<file path="src/circle_config.svh">
`ifndef CIRCLE_CONFIG_SVH
`define CIRCLE_CONFIG_SVH

// visible area of the frame buffer.
`define SCREEN_W 160
`define SCREEN_H 120

// coordinate widths as seen on the vga pixel port.
`define X_W 8
`define Y_W 7

`endif

</file>
<file path="src/circle_pkg.sv">
`include "circle_config.svh"

package circle_pkg;

  typedef logic [`X_W-1:0] xcoord_t;
  typedef logic [`Y_W-1:0] ycoord_t;
  typedef logic [2:0]      colour_t;

  typedef logic signed [9:0]  offset_t;  // offset or unclipped point.
  typedef logic signed [10:0] crit_t;    // holds 1 - 255 and the largest step.

  typedef logic [2:0] octant_t;

  typedef enum logic [2:0] {
    IDLE,
    CLEAR,
    INIT,
    PLOT,
    STEP,
    DONE
  } circle_state_t;

endpackage

</file>
<file path="src/circle_ctrl_if.sv">
`timescale 1ns/1ps

interface circle_ctrl_if;
  import circle_pkg::*;

  logic    load_init;   // offsets and criterion take their start values.
  octant_t octant_sel;
  logic    draw;        // present the point of octant_sel.
  logic    step;        // advance one algorithm step.
  logic    dec_x;

  offset_t offset_x;
  offset_t offset_y;
  crit_t   crit;

  modport fsm (
    output load_init,
    output octant_sel,
    output draw,
    output step,
    output dec_x,
    input  offset_x,
    input  offset_y,
    input  crit
  );

  modport dp (
    input  load_init,
    input  octant_sel,
    input  draw,
    input  step,
    input  dec_x,
    output offset_x,
    output offset_y,
    output crit
  );

endinterface

</file>
<file path="src/circle.sv">
`timescale 1ns/1ps

module circle (
  input  logic                clk,
  input  logic                rst,
  input  circle_pkg::colour_t colour,
  input  circle_pkg::xcoord_t centre_x,
  input  circle_pkg::ycoord_t centre_y,
  input  logic [7:0]          radius,
  input  logic                start,
  output logic                done,
  output circle_pkg::xcoord_t vga_x,
  output circle_pkg::ycoord_t vga_y,
  output circle_pkg::colour_t vga_colour,
  output logic                vga_plot
);
  import circle_pkg::*;

  logic    fill_start;
  logic    fill_done;
  xcoord_t fill_x;
  ycoord_t fill_y;
  logic    fill_plot;
  logic    clearing;

  xcoord_t dp_x;
  ycoord_t dp_y;
  logic    dp_plot;

  colour_t colour_q;

  circle_ctrl_if ctrl_if ();

  screen_fill fill0 (
    .clk        (clk),
    .rst        (rst),
    .fill_start (fill_start),
    .fill_x     (fill_x),
    .fill_y     (fill_y),
    .fill_plot  (fill_plot),
    .fill_done  (fill_done)
  );

  circle_fsm fsm0 (
    .clk        (clk),
    .rst        (rst),
    .start      (start),
    .fill_done  (fill_done),
    .fill_start (fill_start),
    .done       (done),
    .clearing   (clearing),
    .ctrl       (ctrl_if.fsm)
  );

  circle_datapath dp0 (
    .clk      (clk),
    .rst      (rst),
    .centre_x (centre_x),
    .centre_y (centre_y),
    .radius   (radius),
    .ctrl     (ctrl_if.dp),
    .px       (dp_x),
    .py       (dp_y),
    .pplot    (dp_plot)
  );

  // the colour is taken when the fsm accepts start.
  always_ff @(posedge clk) begin
    if (fill_start) begin
      colour_q <= colour;
    end
  end

  assign vga_x      = clearing ? fill_x : dp_x;
  assign vga_y      = clearing ? fill_y : dp_y;
  assign vga_colour = clearing ? colour_t'(0) : colour_q;  // clear is always black.
  assign vga_plot   = clearing ? fill_plot : dp_plot;

endmodule

</file>
<file path="src/circle_datapath.sv">
`timescale 1ns/1ps
`include "circle_config.svh"

module circle_datapath (
  input  logic              clk,
  input  logic              rst,
  input  circle_pkg::xcoord_t centre_x,
  input  circle_pkg::ycoord_t centre_y,
  input  logic [7:0]        radius,
  circle_ctrl_if.dp         ctrl,
  output circle_pkg::xcoord_t px,
  output circle_pkg::ycoord_t py,
  output logic              pplot
);
  import circle_pkg::*;

  offset_t offset_x_q;
  offset_t offset_y_q;
  crit_t   crit_q;

  offset_t radius_s;
  offset_t y_next;
  offset_t x_next;
  crit_t   y_next_c;
  crit_t   diff_c;
  crit_t   crit_next;

  offset_t cx;
  offset_t cy;
  offset_t dx;
  offset_t dy;
  logic    x_neg;
  logic    y_neg;
  offset_t pt_x;
  offset_t pt_y;
  logic    on_screen;

  assign radius_s = offset_t'({2'b00, radius});

  // step update, all on the new offsets.
  assign y_next   = offset_y_q + offset_t'(1);
  assign x_next   = ctrl.dec_x ? offset_x_q - offset_t'(1) : offset_x_q;
  assign y_next_c = y_next;
  assign diff_c   = y_next - x_next;

  always_comb begin
    if (ctrl.dec_x) begin
      crit_next = crit_q + (diff_c <<< 1) + crit_t'(1);
    end else begin
      crit_next = crit_q + (y_next_c <<< 1) + crit_t'(1);
    end
  end

  always_ff @(posedge clk) begin
    if (ctrl.load_init) begin
      offset_x_q <= radius_s;
      offset_y_q <= offset_t'(0);
      crit_q     <= crit_t'(1) - crit_t'(radius_s);
    end else if (ctrl.step) begin
      offset_x_q <= x_next;
      offset_y_q <= y_next;
      crit_q     <= crit_next;
    end
  end

  assign ctrl.offset_x = offset_x_q;
  assign ctrl.offset_y = offset_y_q;
  assign ctrl.crit     = crit_q;

  // octant point: odd octants swap the roles of the two offsets.
  assign cx    = offset_t'({2'b00, centre_x});
  assign cy    = offset_t'({3'b000, centre_y});
  assign dx    = ctrl.octant_sel[0] ? offset_y_q : offset_x_q;
  assign dy    = ctrl.octant_sel[0] ? offset_x_q : offset_y_q;
  assign x_neg = ctrl.octant_sel[2] ^ ctrl.octant_sel[1];  // octants 2 to 5.
  assign y_neg = ctrl.octant_sel[2];                       // octants 4 to 7.

  assign pt_x = x_neg ? cx - dx : cx + dx;
  assign pt_y = y_neg ? cy - dy : cy + dy;

  assign on_screen = (pt_x >= offset_t'(0)) && (pt_x < offset_t'(`SCREEN_W)) &&
                     (pt_y >= offset_t'(0)) && (pt_y < offset_t'(`SCREEN_H));

  always_ff @(posedge clk) begin
    if (ctrl.draw) begin
      px <= pt_x[`X_W-1:0];
      py <= pt_y[`Y_W-1:0];
    end
  end

  always_ff @(posedge clk) begin
    if (rst) begin
      pplot <= 1'b0;
    end else begin
      pplot <= ctrl.draw && on_screen;  // off-screen points are dropped.
    end
  end

endmodule

</file>
<file path="src/circle_fsm.sv">
`timescale 1ns/1ps

module circle_fsm (
  input  logic           clk,
  input  logic           rst,
  input  logic           start,
  input  logic           fill_done,
  output logic           fill_start,
  output logic           done,
  output logic           clearing,
  circle_ctrl_if.fsm     ctrl
);
  import circle_pkg::*;

  circle_state_t state;
  circle_state_t state_nxt;
  octant_t       octant;

  offset_t       y_stepped;
  offset_t       x_stepped;
  logic          loop_end;

  // the loop test uses the values the step is about to write.
  assign y_stepped = ctrl.offset_y + offset_t'(1);
  assign x_stepped = ctrl.dec_x ? ctrl.offset_x - offset_t'(1) : ctrl.offset_x;
  assign loop_end  = y_stepped > x_stepped;

  always_ff @(posedge clk) begin
    if (rst) begin
      state  <= IDLE;
      octant <= octant_t'(0);
    end else begin
      state <= state_nxt;
      if (state == PLOT) begin
        octant <= octant + octant_t'(1);  // wraps to 0 after octant 7.
      end else begin
        octant <= octant_t'(0);
      end
    end
  end

  always_comb begin
    state_nxt = state;
    case (state)
      IDLE: begin
        if (start) begin
          state_nxt = CLEAR;
        end
      end
      CLEAR: begin
        if (fill_done) begin
          state_nxt = INIT;
        end
      end
      INIT: begin
        state_nxt = PLOT;
      end
      PLOT: begin
        if (octant == octant_t'(7)) begin
          state_nxt = STEP;
        end
      end
      STEP: begin
        if (loop_end) begin
          state_nxt = DONE;
        end else begin
          state_nxt = PLOT;
        end
      end
      DONE: begin
        if (!start) begin
          state_nxt = IDLE;
        end
      end
      default: begin
        state_nxt = IDLE;
      end
    endcase
  end

  assign fill_start = (state == IDLE) && start;  // also the accept strobe.
  assign done       = (state == DONE);
  assign clearing   = (state == CLEAR);

  assign ctrl.load_init  = (state == INIT);
  assign ctrl.draw       = (state == PLOT);
  assign ctrl.octant_sel = octant;
  assign ctrl.step       = (state == STEP);

  // midpoint rule: move x inward once the criterion turns positive.
  assign ctrl.dec_x = (state == STEP) && (ctrl.crit > crit_t'(0));

endmodule

</file>
<file path="src/screen_fill.sv">
`timescale 1ns/1ps
`include "circle_config.svh"

module screen_fill (
  input  logic                clk,
  input  logic                rst,
  input  logic                fill_start,
  output circle_pkg::xcoord_t fill_x,
  output circle_pkg::ycoord_t fill_y,
  output logic                fill_plot,
  output logic                fill_done
);
  import circle_pkg::*;

  logic busy;
  logic last_x;
  logic last_y;

  assign last_x = (fill_x == xcoord_t'(`SCREEN_W - 1));
  assign last_y = (fill_y == ycoord_t'(`SCREEN_H - 1));

  always_ff @(posedge clk) begin
    if (rst) begin
      busy      <= 1'b0;
      fill_done <= 1'b0;
      fill_x    <= '0;
      fill_y    <= '0;
    end else begin
      fill_done <= 1'b0;
      if (fill_start) begin
        busy   <= 1'b1;
        fill_x <= '0;
        fill_y <= '0;
      end else if (busy) begin
        if (last_x) begin
          fill_x <= '0;
          if (last_y) begin
            busy      <= 1'b0;
            fill_done <= 1'b1;  // one cycle after the last pixel.
          end else begin
            fill_y <= fill_y + 1'b1;
          end
        end else begin
          fill_x <= fill_x + 1'b1;  // x runs fastest.
        end
      end
    end
  end

  assign fill_plot = busy;

endmodule
</file>
<file path="config.mk">
export PLATFORM = sky130hd
export DESIGN_NAME = circle
export DESIGN_NICKNAME = d
export VERILOG_FILES = /design/src/circle_pkg.sv /design/src/circle_ctrl_if.sv /design/src/circle.sv /design/src/circle_datapath.sv /design/src/circle_fsm.sv /design/src/screen_fill.sv
export VERILOG_INCLUDE_DIRS = /design/src /design/src/src
export SDC_FILE = /design/constraint.sdc
export NUM_CORES = 1
export LEC_CHECK = 0
export CAP_MARGIN = 20
export CORE_UTILIZATION = 65
export DETAILED_ROUTE_END_ITERATION = 16
export DONT_BUFFER_PORTS = 1
export GPL_TIMING_DRIVEN = 0
export PLACE_DENSITY = 0.84
export SYNTH_ARGS = -nofsm -noshare
export SYNTH_HDL_FRONTEND = slang
export SYNTH_SLANG_ARGS = --single-unit
</file>
<file path="constraint.sdc">
create_clock -name clk -period 8.3 [get_ports clk]
set_input_delay 0.415 -clock clk [delete_from_list [all_inputs] [get_ports clk]]
set_output_delay 0.415 -clock clk [all_outputs]
set_load 0.1 [all_outputs]
</file>
## Yosys cells after proc, flatten, opt, wreduce, memory -nomap -nowiden

Cells that the tools add are included.

| operators by class | value |
|---|---|
| shifts and indexed selects | 0 |
| multiplexer cells | 26 |
| reductions and logical operators | 13 |
| $mul | 0 |
| equality and inequality tests | 12 |
| $lt $le $gt $ge | 6 |
| divide/modulo/power cells | 0 |
| add/subtract/negate cells | 15 |
| bitwise logic cells | 5 |

Operators by type and width:

| operator | count |
|---|---|
| 10-bit 2-to-1 mux | 5 |
| 11-bit 2-to-1 mux | 3 |
| 8-bit 2-to-1 mux | 4 |
| 11-bit adder | 2 |
| 11-bit by 2-bit adder with 11-bit output, second input constant | 2 |
| 10-bit by 1-bit greater-or-equal comparator with 1-bit output, second input constant | 2 |
| 3-bit 2-to-1 mux | 6 |
| 3-bit case mux with 6 select lines | 1 |
| 11-bit by 1-bit greater-than comparator with 1-bit output, second input constant | 1 |
| 10-bit by 2-bit adder with 10-bit output, second input constant | 1 |
| 8-bit by 10-bit adder with 10-bit output | 1 |
| 9-bit by 10-bit adder with 10-bit output | 1 |
| 10-bit greater-than comparator | 1 |
| 10-bit by 8-bit less-than comparator with 1-bit output, second input constant | 1 |
| 10-bit by 9-bit less-than comparator with 1-bit output, second input constant | 1 |
| 10-bit subtractor | 1 |
| 10-bit by 2-bit subtractor with 10-bit output, second input constant | 1 |
| 8-bit by 10-bit subtractor with 10-bit output | 1 |
| 9-bit by 10-bit subtractor with 10-bit output | 1 |
| 3-bit equality test, second input constant | 3 |
| 1-bit by 8-bit subtractor with 9-bit output, first input constant | 1 |
| 8-bit by 1-bit adder with 8-bit output, second input constant | 1 |
| 8-bit equality test, second input constant | 1 |
| 7-bit by 1-bit adder with 7-bit output, second input constant | 1 |
| other kinds (17) | 34 |

| storage, ports and cells | value |
|---|---|
| input port bits | 29 |
| memory bits (read-only) | 0 |
| bits in latches | 0 |
| output and inout port bits | 20 |
| register bits | 73 |
| memory bits (writable) | 0 |
| memories kept | 0 |
| logic and storage cells | 91 |

## Longest topological paths before layout

Gate-level depths: netlist (run 1).

| depth | value |
|---|---|
| depth after elaboration | 9 |
| depth in mapped cells | 22 |
| depth with buffers taken out | 21 |

## By module

A second synthesis (run 1) with hierarchy kept.

| second synthesis, totals | value |
|---|---|
| cell total of the unflattened synthesis | 805 |
| area, all modules | 7030.5 sq um |

By module, submodules not included:

| module | cells each | area an instance (sq um) | instances | sequential area each (sq um) |
|---|---|---|---|---|
| circle_datapath | 564 | 4931.0 | 1 | 1281.2 |
| circle_fsm | 123 | 939.7 | 1 | 120.1 |
| screen_fill | 94 | 805.8 | 1 | 340.3 |
| circle | 24 | 354.1 | 1 | 90.1 |

## Worst setup path before layout (run 1)

No wires, ideal clock.

| timing | value |
|---|---|
| path kind | flip-flop to flip-flop |
| start | register dp0.crit_q[10], in the netlist dp0.ctrl.crit[10] |
| end | register dp0.crit_q[10], in the netlist dp0.ctrl.crit[10] (data pin) |
| buffers on the path | 1 |
| data required time | 8028 ps |
| setup time | 272 ps |
| arrival | 4490 ps |
| period minus slack after synthesis | 4763 ps |
| cell stages (with the launch flop) | 22 |
| path slack | 3537 ps |
| path through | edfxtp_1 -> or4b_2 -> a31oi_1 -> buf_2 -> xnor2_1 -> ha_1 -> inv_1 -> ha_1 -> or2_2 -> o22ai_1 -> o31ai_2 -> a31oi_1 -> xnor2_1 -> ha_1 -> nor2_1 -> a311oi_1 -> a21o_1 -> a21oi_1 -> xnor2_1 -> or3_1 -> mux2i_1 -> o31ai_1 |

| between the ends | value |
|---|---|
| word-level cells in the longest chain between the ends | 9 |
| elaborated cells on any way between the ends | 11 |
| those cells by class | 5 x add/sub; 1 x order compare; 4 x mux; 1 x reduce/logical |

Ends and longest elaborated chain:

| element | line | source |
|---|---|---|
| start: declaration | circle_datapath.sv:19 | `crit_t crit_q;` |
| start signal: assignment | circle_datapath.sv:58 | `crit_q <= crit_t'(1) - crit_t'(radius_s);` |
| start signal: assignment | circle_datapath.sv:62 | `crit_q <= crit_next;` |
| 11-bit by 1-bit greater-than comparator with 1-bit output | circle_fsm.sv:91 | `assign ctrl.dec_x = (state == STEP) && (ctrl.crit > crit_t'(0));` |
| 1-bit logical AND | circle_fsm.sv:91 |  |
| 10-bit 2-to-1 mux | circle_datapath.sv:42 | `assign x_next = ctrl.dec_x ? offset_x_q - offset_t'(1) : offset_x_q;` |
| 10-bit subtractor | circle_datapath.sv:44 | `assign diff_c = y_next - x_next;` |
| 11-bit adder | circle_datapath.sv:48 | `crit_next = crit_q + (diff_c <<< 1) + crit_t'(1);` |
| 11-bit by 2-bit adder with 11-bit output | circle_datapath.sv:48 |  |
| 11-bit 2-to-1 mux * | circle_datapath.sv:47 | `if (ctrl.dec_x) begin` |
| 11-bit 2-to-1 mux * | circle_datapath.sv:59 | `end else if (ctrl.step) begin` |
| 11-bit 2-to-1 mux * | circle_datapath.sv:55 | `if (ctrl.load_init) begin` |

Mark *: on every way between the ends. The rest lies on a longest branch, timed or not. The select of a mux whose other input is x is not followed.
A chain may end at the register's enable or synchronous reset.

## Worst setup path after layout (run 1)

Ends and elaborated chain as after synthesis.

==> flow_metrics.tcl, run 1 <==
set metrics [dict create \
    status "complete, no violations" \
    post_cts_buffers 0 \
    start_util_pct 67.4 \
    crit_buf_inv 2 \
    drtIter0Drc 431 \
    fillers 709 \
    fp.dieW_um 99.9 \
    slew_headroom_pct 29.2 \
    n_antenna_cell 0 \
    met1Wirelength_mm 6.62 \
    hold_ws_ps 127 \
    yosysUniqueCellTypes 66 \
    grt_antenna_before_repair 0 \
    netlist_area_um2 6230 \
    max_stage_delay_ps 700 \
    synth.area.mux_share_pct 7.41 \
    areaGrowthSynthToFinish_pct 5.67 \
    cts-htree-levels 3 \
    via_per_inst 6.25 \
    clk_pin_slew_worst_paths_ps 90 \
    core_um2 9240 \
    grt_first_pass_wirelength_mm 25.2 \
    place_hpwl_mm 12.0 \
    hold_class "input port to flop" \
    async_flop_share_pct 0 \
    cts_max_path_buffers 2 \
    tightest_slew_ps 1060 \
    fin_crit_ps 5680 \
    drc 0 \
    maxUsedRoutingLayer "met4" \
    wl_met2_mm 7.15 \
    switching_power_uw 339 \
    postRouteAntennaNets 0 \
    power_frac_comb_pct 28.5 \
    placementRows 35 \
    synth.area.top_cells "edfxtp_1, dfxtp_1, ha_1, xnor2_1, xor2_1" \
    p_int_uw 606 \
    p_sw_share_pct 35.9 \
    wl_mm 15.5 \
    grt-ovfl-total 0 \
    netlist_instances 718 \
    grtUsageTotal_pct 32.0 \
    r2r_slack_ps 2620 \
    avgSynthCellArea_um2 8.67 \
    slowest_stage "or4b_2" \
    synth_top_cell_by_area "edfxtp_1" \
    cts_sinks 73 \
    synth_common_cells "nor2_1, nand2_1, ha_1" \
    ioPinCount 49 \
    cts_root_buffer "clkbuf_8" \
    crit_path_cell_trace "or4b_2 -> a31oi_1 -> buf_2 -> xnor2_1 -> ha_1 -> inv_1 -> ha_1 -> or2_2 -> o22ai_1 -> o31ai_2 -> a31oi_1 -> xnor2_1 -> ha_1 -> nor2_1 -> a311oi_1 -> a21o_1 -> a21oi_1 -> xnor2_1 -> mux2i_1 -> mux2i_1 -> o31ai_1" \
    die-area_um2 9980 \
    synth_top_family_by_area "simple AND/OR/NAND/NOR gates" \
    crit_type "flop to flop" \
    cts_made_buffers 9 \
    gp_congestion 0.953 \
    drt_first_pass_iters 6 \
    synth_edf_count 37 \
    p_leak_nw 2.55 \
    synth-seq-cells 73 \
    drive_gt1_share_pct 7.90 \
    post-route-period-util_pct 68.4 \
    ir_worst_vdd_mv 0.0844 \
    crit_arrival_ps 5880 \
    yosysMostFrequentCell "nor2_1" \
    synthSimpleGateAreaFrac_pct 18.5 \
    drv_cap 0 \
    final_max_slew_viol_count 0 \
    p_seq_share_pct 41.8 \
    setup_viol 0 \
    die_y_um 99.9 \
    wl_met3_mm 1.36 \
    end_kind "flop" \
    num_vias 5397 \
    synth_adder_area_share_pct 11.7 \
    ys.flop_type "edfxtp_1" \
    cts-resized-gates 0 \
    cts_hold_buffers 0 \
    synth_compound_area_share_pct 16.4 \
    synth-xor-area-share_pct 12.4 \
    grt_pass1_vias 5264 \
    start_kind "flop" \
    powerDensity_nw_per_um2 144 \
    cp.required_ps 8500 \
    power_frac_clock_pct 29.7 \
    skew_ps 16.8 \
    crit_family "compound AO/OA/AOI/OAI gates" \
    yosysTopAreaCellShare_pct 17.8 \
    synth.yosys.seq_area_share_pct 29.4 \
    hold_viol_final 0 \
    critPathMaxFanout 10 \
    ys.warnings.count 0 \
    portBuffers 0 \
    clock.fmax_mhz 176 \
    routedWlPerCell_um 17.9 \
    power_uw 945 \
    final_util_pct 71.2 \
    rsz0062_at_grt "false" \
    fin_nets 814 \
    setup-tns-final_ps 0 \
    syn-num-nets 803 \
    cts_tree "built" \
    grt_max_degree 21 \
    clk_latency_ps 380 \
]
==> power by group through the flow <==
stage,Sequential (mW),Combinational (mW),Clock (mW)
global route,0.396,0.296,0.292
CTS,0.395,0.265,0.280
detailed placement,0.403,0.263,0
global placement,0.403,0.249,0
finish,0.395,0.269,0.281
floorplan,0.401,0.217,0
==> sequential cells by signal, indices dropped and copies added, names as in the netlist <==
signal	count
dp0.py	7
dp0.px	8
dp0.ctrl.offset_y	10
fill0.fill_y	7
fsm0.ctrl.octant_sel	3
fill0.fill_done	1
fill0.fill_plot	1
colour_q	3
fill0.fill_x	8
dp0.ctrl.offset_x	10
fsm0.state	3
dp0.pplot	1
dp0.ctrl.crit	11
==> area by class of cell <==
class	instances	area, um2	area share [%]
plain buffers	33	131	2.00
clock buffers	9	124	1.88
clock inverters	7	60.1	0.913
inverters	35	131	2.00
multi-input cells	577	4140	62.9
flip-flops and latches	73	1830	27.8
well taps	129	161	2.45
==> cell usage in the layout (no fill, tap or decap), types with 10 or more instances in the layout <==
| cell | synthesis | final |
|---|---|---|
| a21oi_1 | 40 | 40 |
| o21ai_0 | 38 | 38 |
| a21o_1 | 11 | 11 |
| mux2_2 | 17 | 17 |
| edfxtp_1 | 37 | 37 |
| xor2_1 | 43 | 43 |
| nand2_1 | 54 | 54 |
| clkbuf_1 | 21 | 21 |
| nand2b_1 | 10 | 10 |
| nand3_1 | 14 | 14 |
| dfxtp_1 | 36 | 36 |
| nor3_1 | 16 | 16 |
| inv_1 | 35 | 35 |
| ha_1 | 52 | 52 |
| xnor2_1 | 43 | 43 |
| a31oi_1 | 10 | 10 |
| mux2i_1 | 27 | 27 |
| nor2_1 | 82 | 82 |
==> final timing paths <==
path,start,endpoint,cells past startpoint
min reg2reg,fill0.fill_y[6],fill0.fill_y[6],2
max reg2reg,dp0.ctrl.crit[10],dp0.ctrl.crit[10],21
min,colour[1],colour_q[1],0
max,dp0.ctrl.crit[10],dp0.ctrl.crit[10],21
==> per-stage QoR <==
stage                     setup WS, ps  cell area (um2)  cells
after floorplan                   3540             6230    718
after global placement            2920             6390    847
after detailed placement          2810             6400    847
after CTS                         2750             6580    863
after global routing              2390             6580    863
final                             2620             6580    863
==> worst register-to-register path, cell delays in order, from the launching register on <==
cell and delay, ps:
edfxtp_1 540, or4b_2 700, a31oi_1 300, buf_2 340
xnor2_1 190, ha_1 210, inv_1 70, ha_1 210
or2_2 300, o22ai_1 160, o31ai_2 110, a31oi_1 330
xnor2_1 140, ha_1 350, nor2_1 50, a311oi_1 390
a21o_1 190, a21oi_1 70, xnor2_1 250, mux2i_1 230
mux2i_1 100, o31ai_1 260
==> cell families (layout without fill, tap and decap cells) <==
logic type | Yosys count | in the layout
mux | 44 | 44
simple gates | 236 | 236
flops | 73 | 73
xor+xnor | 87 | 87
compound gates | 154 | 154
buf+inv | 68 | 84
fa+ha+maj | 56 | 56
==> layer usage <==
metal / global-route usage (%) / up-vias
li1: - / 2583
met4: 11.8 / 0
met3: 7.24 / 36
met1: 42.2 / 2540
met5: 0 / -
met2: 51.5 / 238
No activity file was read; power rests on OpenSTA's default activity.
==> run 2: changes to the inputs <==
==> constraint.sdc (replaced) <==
create_clock -name clk -period 5.7 [get_ports clk]
set_input_delay 0.285 -clock clk [delete_from_list [all_inputs] [get_ports clk]]
set_output_delay 0.285 -clock clk [all_outputs]
set_load 0.1 [all_outputs]
==> run 2 against run 1 <==
  * Wire length grew 0.90%
  * Largest power group unchanged
  * Clock skew up 1.9 ps
  * Global-route usage is 0.090 points higher
  * Count of clock-buffer cells in the layout unchanged
  * First-iteration DRC count grew 10%
  * Largest cell class unchanged
  * Setup slack worse by 2400 ps
==> flow_metrics.tcl, run 2 (synthesis results as in run 1) <==
set metrics [dict create \
    n_antenna_cell 0 \
    die-area_um2 9980 \
    crit_arrival_ps 5580 \
    wl_met3_mm 1.21 \
    slowest_stage "or4b_2" \
    num_vias 5389 \
    met1Wirelength_mm 6.87 \
    start_util_pct 67.4 \
    setup-tns-final_ps 0 \
    cts_tree "built" \
    grt_first_pass_wirelength_mm 25.3 \
    crit_path_frequent_cell "ha_1" \
    clock.fmax_mhz 183 \
    grt_max_degree 21 \
    startpoint "dp0.ctrl.crit[10]" \
    cts_made_buffers 9 \
    regArea_um2 1830 \
    maxUsedRoutingLayer "met4" \
    wl_met2_mm 7.17 \
    multiInputGateArea_um2 4150 \
    wl_mm 15.6 \
    core_um2 9240 \
    final.setup.worst_slack_ps 226 \
    portBuffers 0 \
    drt_first_pass_iters 5 \
    post-route-period-util_pct 96.0 \
    placementRows 35 \
    start_kind "flop" \
    cp.required_ps 5810 \
    grt-ovfl-total 0 \
    slew_headroom_pct 29.2 \
    hold_class "input port to flop" \
    cts_max_path_buffers 2 \
    cts_sinks 73 \
    routedWlPerCell_um 18.0 \
    gp_congestion 0.953 \
    via_per_inst 6.22 \
    drv_cap 0 \
    areaGrowthSynthToFinish_pct 6.41 \
    skew_ps 18.7 \
    clk_latency_ps 380 \
    final_max_slew_viol_count 0 \
    drive_gt1_share_pct 8.28 \
    status "complete, no violations" \
    crit_type "flop to flop" \
    die_y_um 99.9 \
    tightest_slew_ps 1060 \
    grt_pass1_vias 5288 \
    crit_path_cell_trace "or4b_2 -> a31oi_1 -> buf_4 -> xnor2_1 -> ha_1 -> inv_1 -> ha_1 -> or2_2 -> o22ai_1 -> o31ai_2 -> xor2_1 -> ha_1 -> o211a_1 -> o31ai_1 -> a311oi_2 -> a21o_1 -> a21oi_1 -> xnor2_1 -> or3_1 -> mux2i_1 -> o31ai_1" \
    pre_cts_slack_ps 212 \
    ir_worst_vdd_mv 0.122 \
    powerDensity_nw_per_um2 208 \
    postRouteAntennaNets 0 \
    power_mw 1.38 \
    end_kind "flop" \
    drc 0 \
    grtUsageTotal_pct 32.1 \
    max_stage_delay_ps 700 \
    clk_pin_slew_worst_paths_ps 90 \
    final_util_pct 71.7 \
    critPathMaxFanout 10 \
    drtIter0Drc 475 \
    reg2reg_from "dp0.ctrl.crit[10]" \
    grt_antenna_before_repair 0 \
    p_leak_nw 2.57 \
    place_hpwl_mm 12.0 \
    fin_crit_ps 5470 \
    hold_viol_final 0 \
    fin_nets 817 \
    hold_ws_ps 125 \
    largest_register_ffs 11 \
    final_common_cell "nor2_1" \
    fillers 704 \
    holdCritStartpoint "radius[0]" \
    final_cell_mix "nor2_1, nand2_1, ha_1" \
    fp.dieW_um 99.9 \
    setup_viol 0 \
    cts_root_buffer "clkbuf_8" \
    ioPinCount 49 \
    cts-htree-levels 3 \
]
[run 2: per-layer routing]
| layer | GRT usage [%] | up-vias |
|---|---|---|
| li1 | - | 2591 |
| met1 | 42.3 | 2550 |
| met2 | 51.8 | 212 |
| met3 | 7.10 | 36 |
| met4 | 11.8 | 0 |
| met5 | 0 | - |
[run 2: critical path: cells and delay by family (launching register included)]
family	cells	cell delay (ps)
adder cells (fa/ha/maj)	3	730
XOR/XNOR	3	520
flip-flops	1	550
multiplexers	1	170
AND/OR/NAND/NOR	3	1320
buffers and inverters	2	330
AO/OA/AOI/OAI	9	1590
[run 2: path summary, 6_finish.rpt]
path	endpoint	slack (ps)	cells after the start
worst max register to register	dp0.ctrl.crit[10]	230	21
worst max-delay path	dp0.ctrl.crit[10]	230	21
worst min register to register	fill0.fill_y[6]	510	2
worst min-delay path	dp0.ctrl.crit[0]	120	1
[run 2: per-stage QoR]
| stage | instance area [um2] | std cells |
|---|---|---|
| 3_5_place_dp | 6400 | 847 |
| 5_1_grt | 6630 | 866 |
| 4_1_cts | 6610 | 866 |
| 6_report | 6630 | 866 |
| 3_3_place_gp | 6390 | 847 |
| 2_1_floorplan | 6230 | 718 |
[run 2: timing repair]
item | in CTS | in global routing
hold buffers | 3 | 0
resized for setup | 0 | 6
endpoints found under the hold margin | 3 | 0
setup buffers | 0 | 0
setup endpoints to repair | 0 | 2
[run 2: cell type report]
class / count / share of cell area (%)
clock inverters: 7 / 0.906
multi-input cells: 577 / 62.7
plain buffers: 33 / 2.04
inverters: 35 / 1.98
well taps: 129 / 2.44
repair buffers: 3 / 0.453
clock buffers: 9 / 1.87
flip-flops and latches: 73 / 27.6
[run 2: where the power goes]
group | switching (mW) | internal [mW]
Clock | 0.241 | 0.167
Sequential | 0.00843 | 0.567
Combinational | 0.245 | 0.151
Total | 0.494 | 0.884
==> run 3: changes to the inputs <==
==> constraint.sdc (replaced) <==
create_clock -name clk -period 5.7 [get_ports clk]
set_input_delay 0.57 -clock clk [delete_from_list [all_inputs] [get_ports clk]]
set_output_delay 0.57 -clock clk [all_outputs]
set_load 0.1 [all_outputs]
==> run 3 against run 2 <==
  * Final area down 0.45%
  * Via count up 1.1%
  * Maximum frequency is essentially flat
  * Global-route usage fell by 0.090 points
  * Critical path type unchanged
  * Worst hold slack better by 160 ps
  * Largest power group unchanged
  * Die area is the same
==> flow_metrics.tcl, run 3 (synthesis results as in run 1) <==
set metrics [dict create \
    grt_pass1_vias 5264 \
    cts_sinks 73 \
    wl_mm 15.5 \
    via_per_inst 6.31 \
    n_antenna_cell 0 \
    cts_hold_buffers 0 \
    end_kind "flop" \
    skew_ps 16.3 \
    cts_made_buffers 9 \
    power_frac_comb_pct 28.7 \
    reg2reg_from "dp0.ctrl.crit[10]" \
    drtIter0Drc 579 \
    cp.required_ps 5810 \
    ir_worst_vdd_mv 0.124 \
    grtUsageTotal_pct 32.0 \
    p_leak_nw 2.56 \
    num_vias 5448 \
    start_util_pct 67.4 \
    hold_viol_final 0 \
    final_cell_mix "nor2_1, nand2_1, ha_1" \
    dpl-instance-area_um2 6400 \
    crit_arrival_ps 5580 \
    status "complete, no violations" \
    die-area_um2 9980 \
    cts_tree "built" \
    holdPathEnd "colour_q[1]" \
    die_y_um 99.9 \
    grt-ovfl-total 0 \
    areaGrowthSynthToFinish_pct 5.93 \
    switching_power_uw 492 \
    cts_root_buffer "clkbuf_8" \
    p_int_uw 883 \
    power_frac_clock_pct 29.5 \
    crit_type "flop to flop" \
    grt_antenna_before_repair 0 \
    fp.dieW_um 99.9 \
    clk_pin_slew_worst_paths_ps 90 \
    holdCritStartpoint "colour[1]" \
    place_hpwl_mm 12.0 \
    dpl.cell_count 847 \
    powerDensity_nw_per_um2 208 \
    core_um2 9240 \
    tightest_slew_ps 1060 \
    cts-resized-gates 0 \
    final_cells 863 \
    routedWlPerCell_um 18.0 \
    post-route-period-util_pct 96.0 \
    ioPinCount 49 \
    grt_first_pass_wirelength_mm 25.2 \
    critPathMaxFanout 10 \
    setup_viol 0 \
    setup-tns-final_ps 0 \
    clock.fmax_mhz 183 \
    hold_ws_ps 286 \
    postRouteAntennaNets 0 \
    portBuffers 0 \
    fin_crit_ps 5470 \
    fin_nets 814 \
    final_common_cell "nor2_1" \
    largest_register_ffs 11 \
    power_mw 1.38 \
    hold_class "input port to flop" \
    drt_first_pass_iters 6 \
    cts-htree-levels 3 \
    rr_worst_depth 21 \
    slew_headroom_pct 29.2 \
    p_sw_share_pct 35.8 \
    cts_max_path_buffers 2 \
    hold-path-cell-count 0 \
    post_cts_buffers 0 \
    design_area_um2 6600 \
    gp_congestion 0.953 \
    r2r_slack_ps 230 \
    drc 0 \
    clk_latency_ps 380 \
    start_kind "flop" \
    drv_cap 0 \
    final_max_slew_viol_count 0 \
    grt_max_degree 21 \
    reg2reg_to "dp0.ctrl.crit[10]" \
    placementRows 35 \
    p_seq_share_pct 41.8 \
    drive_gt1_share_pct 8.31 \
]
-- run 3: final cells by class --
type	count	area [um2]
Multi-Input combinational cell	577	4150
Fill cell	706	2640
Sequential cell	73	1830
Tap cell	129	161
Buffer	33	135
Inverter	35	131
Clock buffer	9	124
Clock inverter	7	60.1
-- run 3: through the flow --
step / setup WS, ps / util (%)
after floorplan: 937 / -
final: 229 / 71.4
after detailed placement: 212 / 69.2
after CTS: 149 / 71.2
after global routing: -2.05 / 71.4
after global placement: 322 / 69.1
-- run 3: power by group through the flow --
| stage | combinational, mW | clock [mW] | sequential [mW] |
|---|---|---|---|
| 2_1_floorplan | 0.316 | 0 | 0.584 |
| 3_3_place_gp | 0.363 | 0 | 0.587 |
| 3_5_place_dp | 0.382 | 0 | 0.587 |
| 4_1_cts | 0.386 | 0.408 | 0.575 |
| 5_1_grt | 0.432 | 0.426 | 0.577 |
| 6_report | 0.394 | 0.406 | 0.575 |
-- run 3: per-layer routing --
layer	global-route usage [%]	wire length, um	vias up
li1	-	-	2582
met1	42.2	6740	2600
met2	51.5	7180	228
met3	7.24	1230	38
met4	11.8	351	0
met5	0	0	-
-- run 3: worst max path at each step --
stage / endpoint / startpoint / cells after the start / slack, ps
floorplan: dp0.ctrl.crit[10] / dp0.ctrl.crit[10] / 21 / 940
global placement: dp0.ctrl.crit[10] / dp0.ctrl.crit[10] / 21 / 320
detailed placement: dp0.ctrl.crit[10] / dp0.ctrl.crit[10] / 21 / 210
CTS: dp0.ctrl.crit[10] / dp0.ctrl.crit[10] / 21 / 150
global route: dp0.ctrl.crit[10] / dp0.ctrl.crit[10] / 22 / -2
finish: dp0.ctrl.crit[10] / dp0.ctrl.crit[10] / 21 / 230
-- run 3: critical path, stage by stage (launching register included) --
cell and delay (ps):
edfxtp_1 540, or4b_2 700, a31oi_1 300, buf_4 270, xnor2_1 170, ha_1 210
inv_1 60, ha_1 210, or2_2 300, o22ai_1 160, o31ai_2 120, xor2_1 240
ha_1 320, o211a_1 150, o31ai_1 140, a311oi_2 220, a21o_1 230, a21oi_1 170
xnor2_1 120, or3_1 320, mux2i_1 170, o31ai_1 90
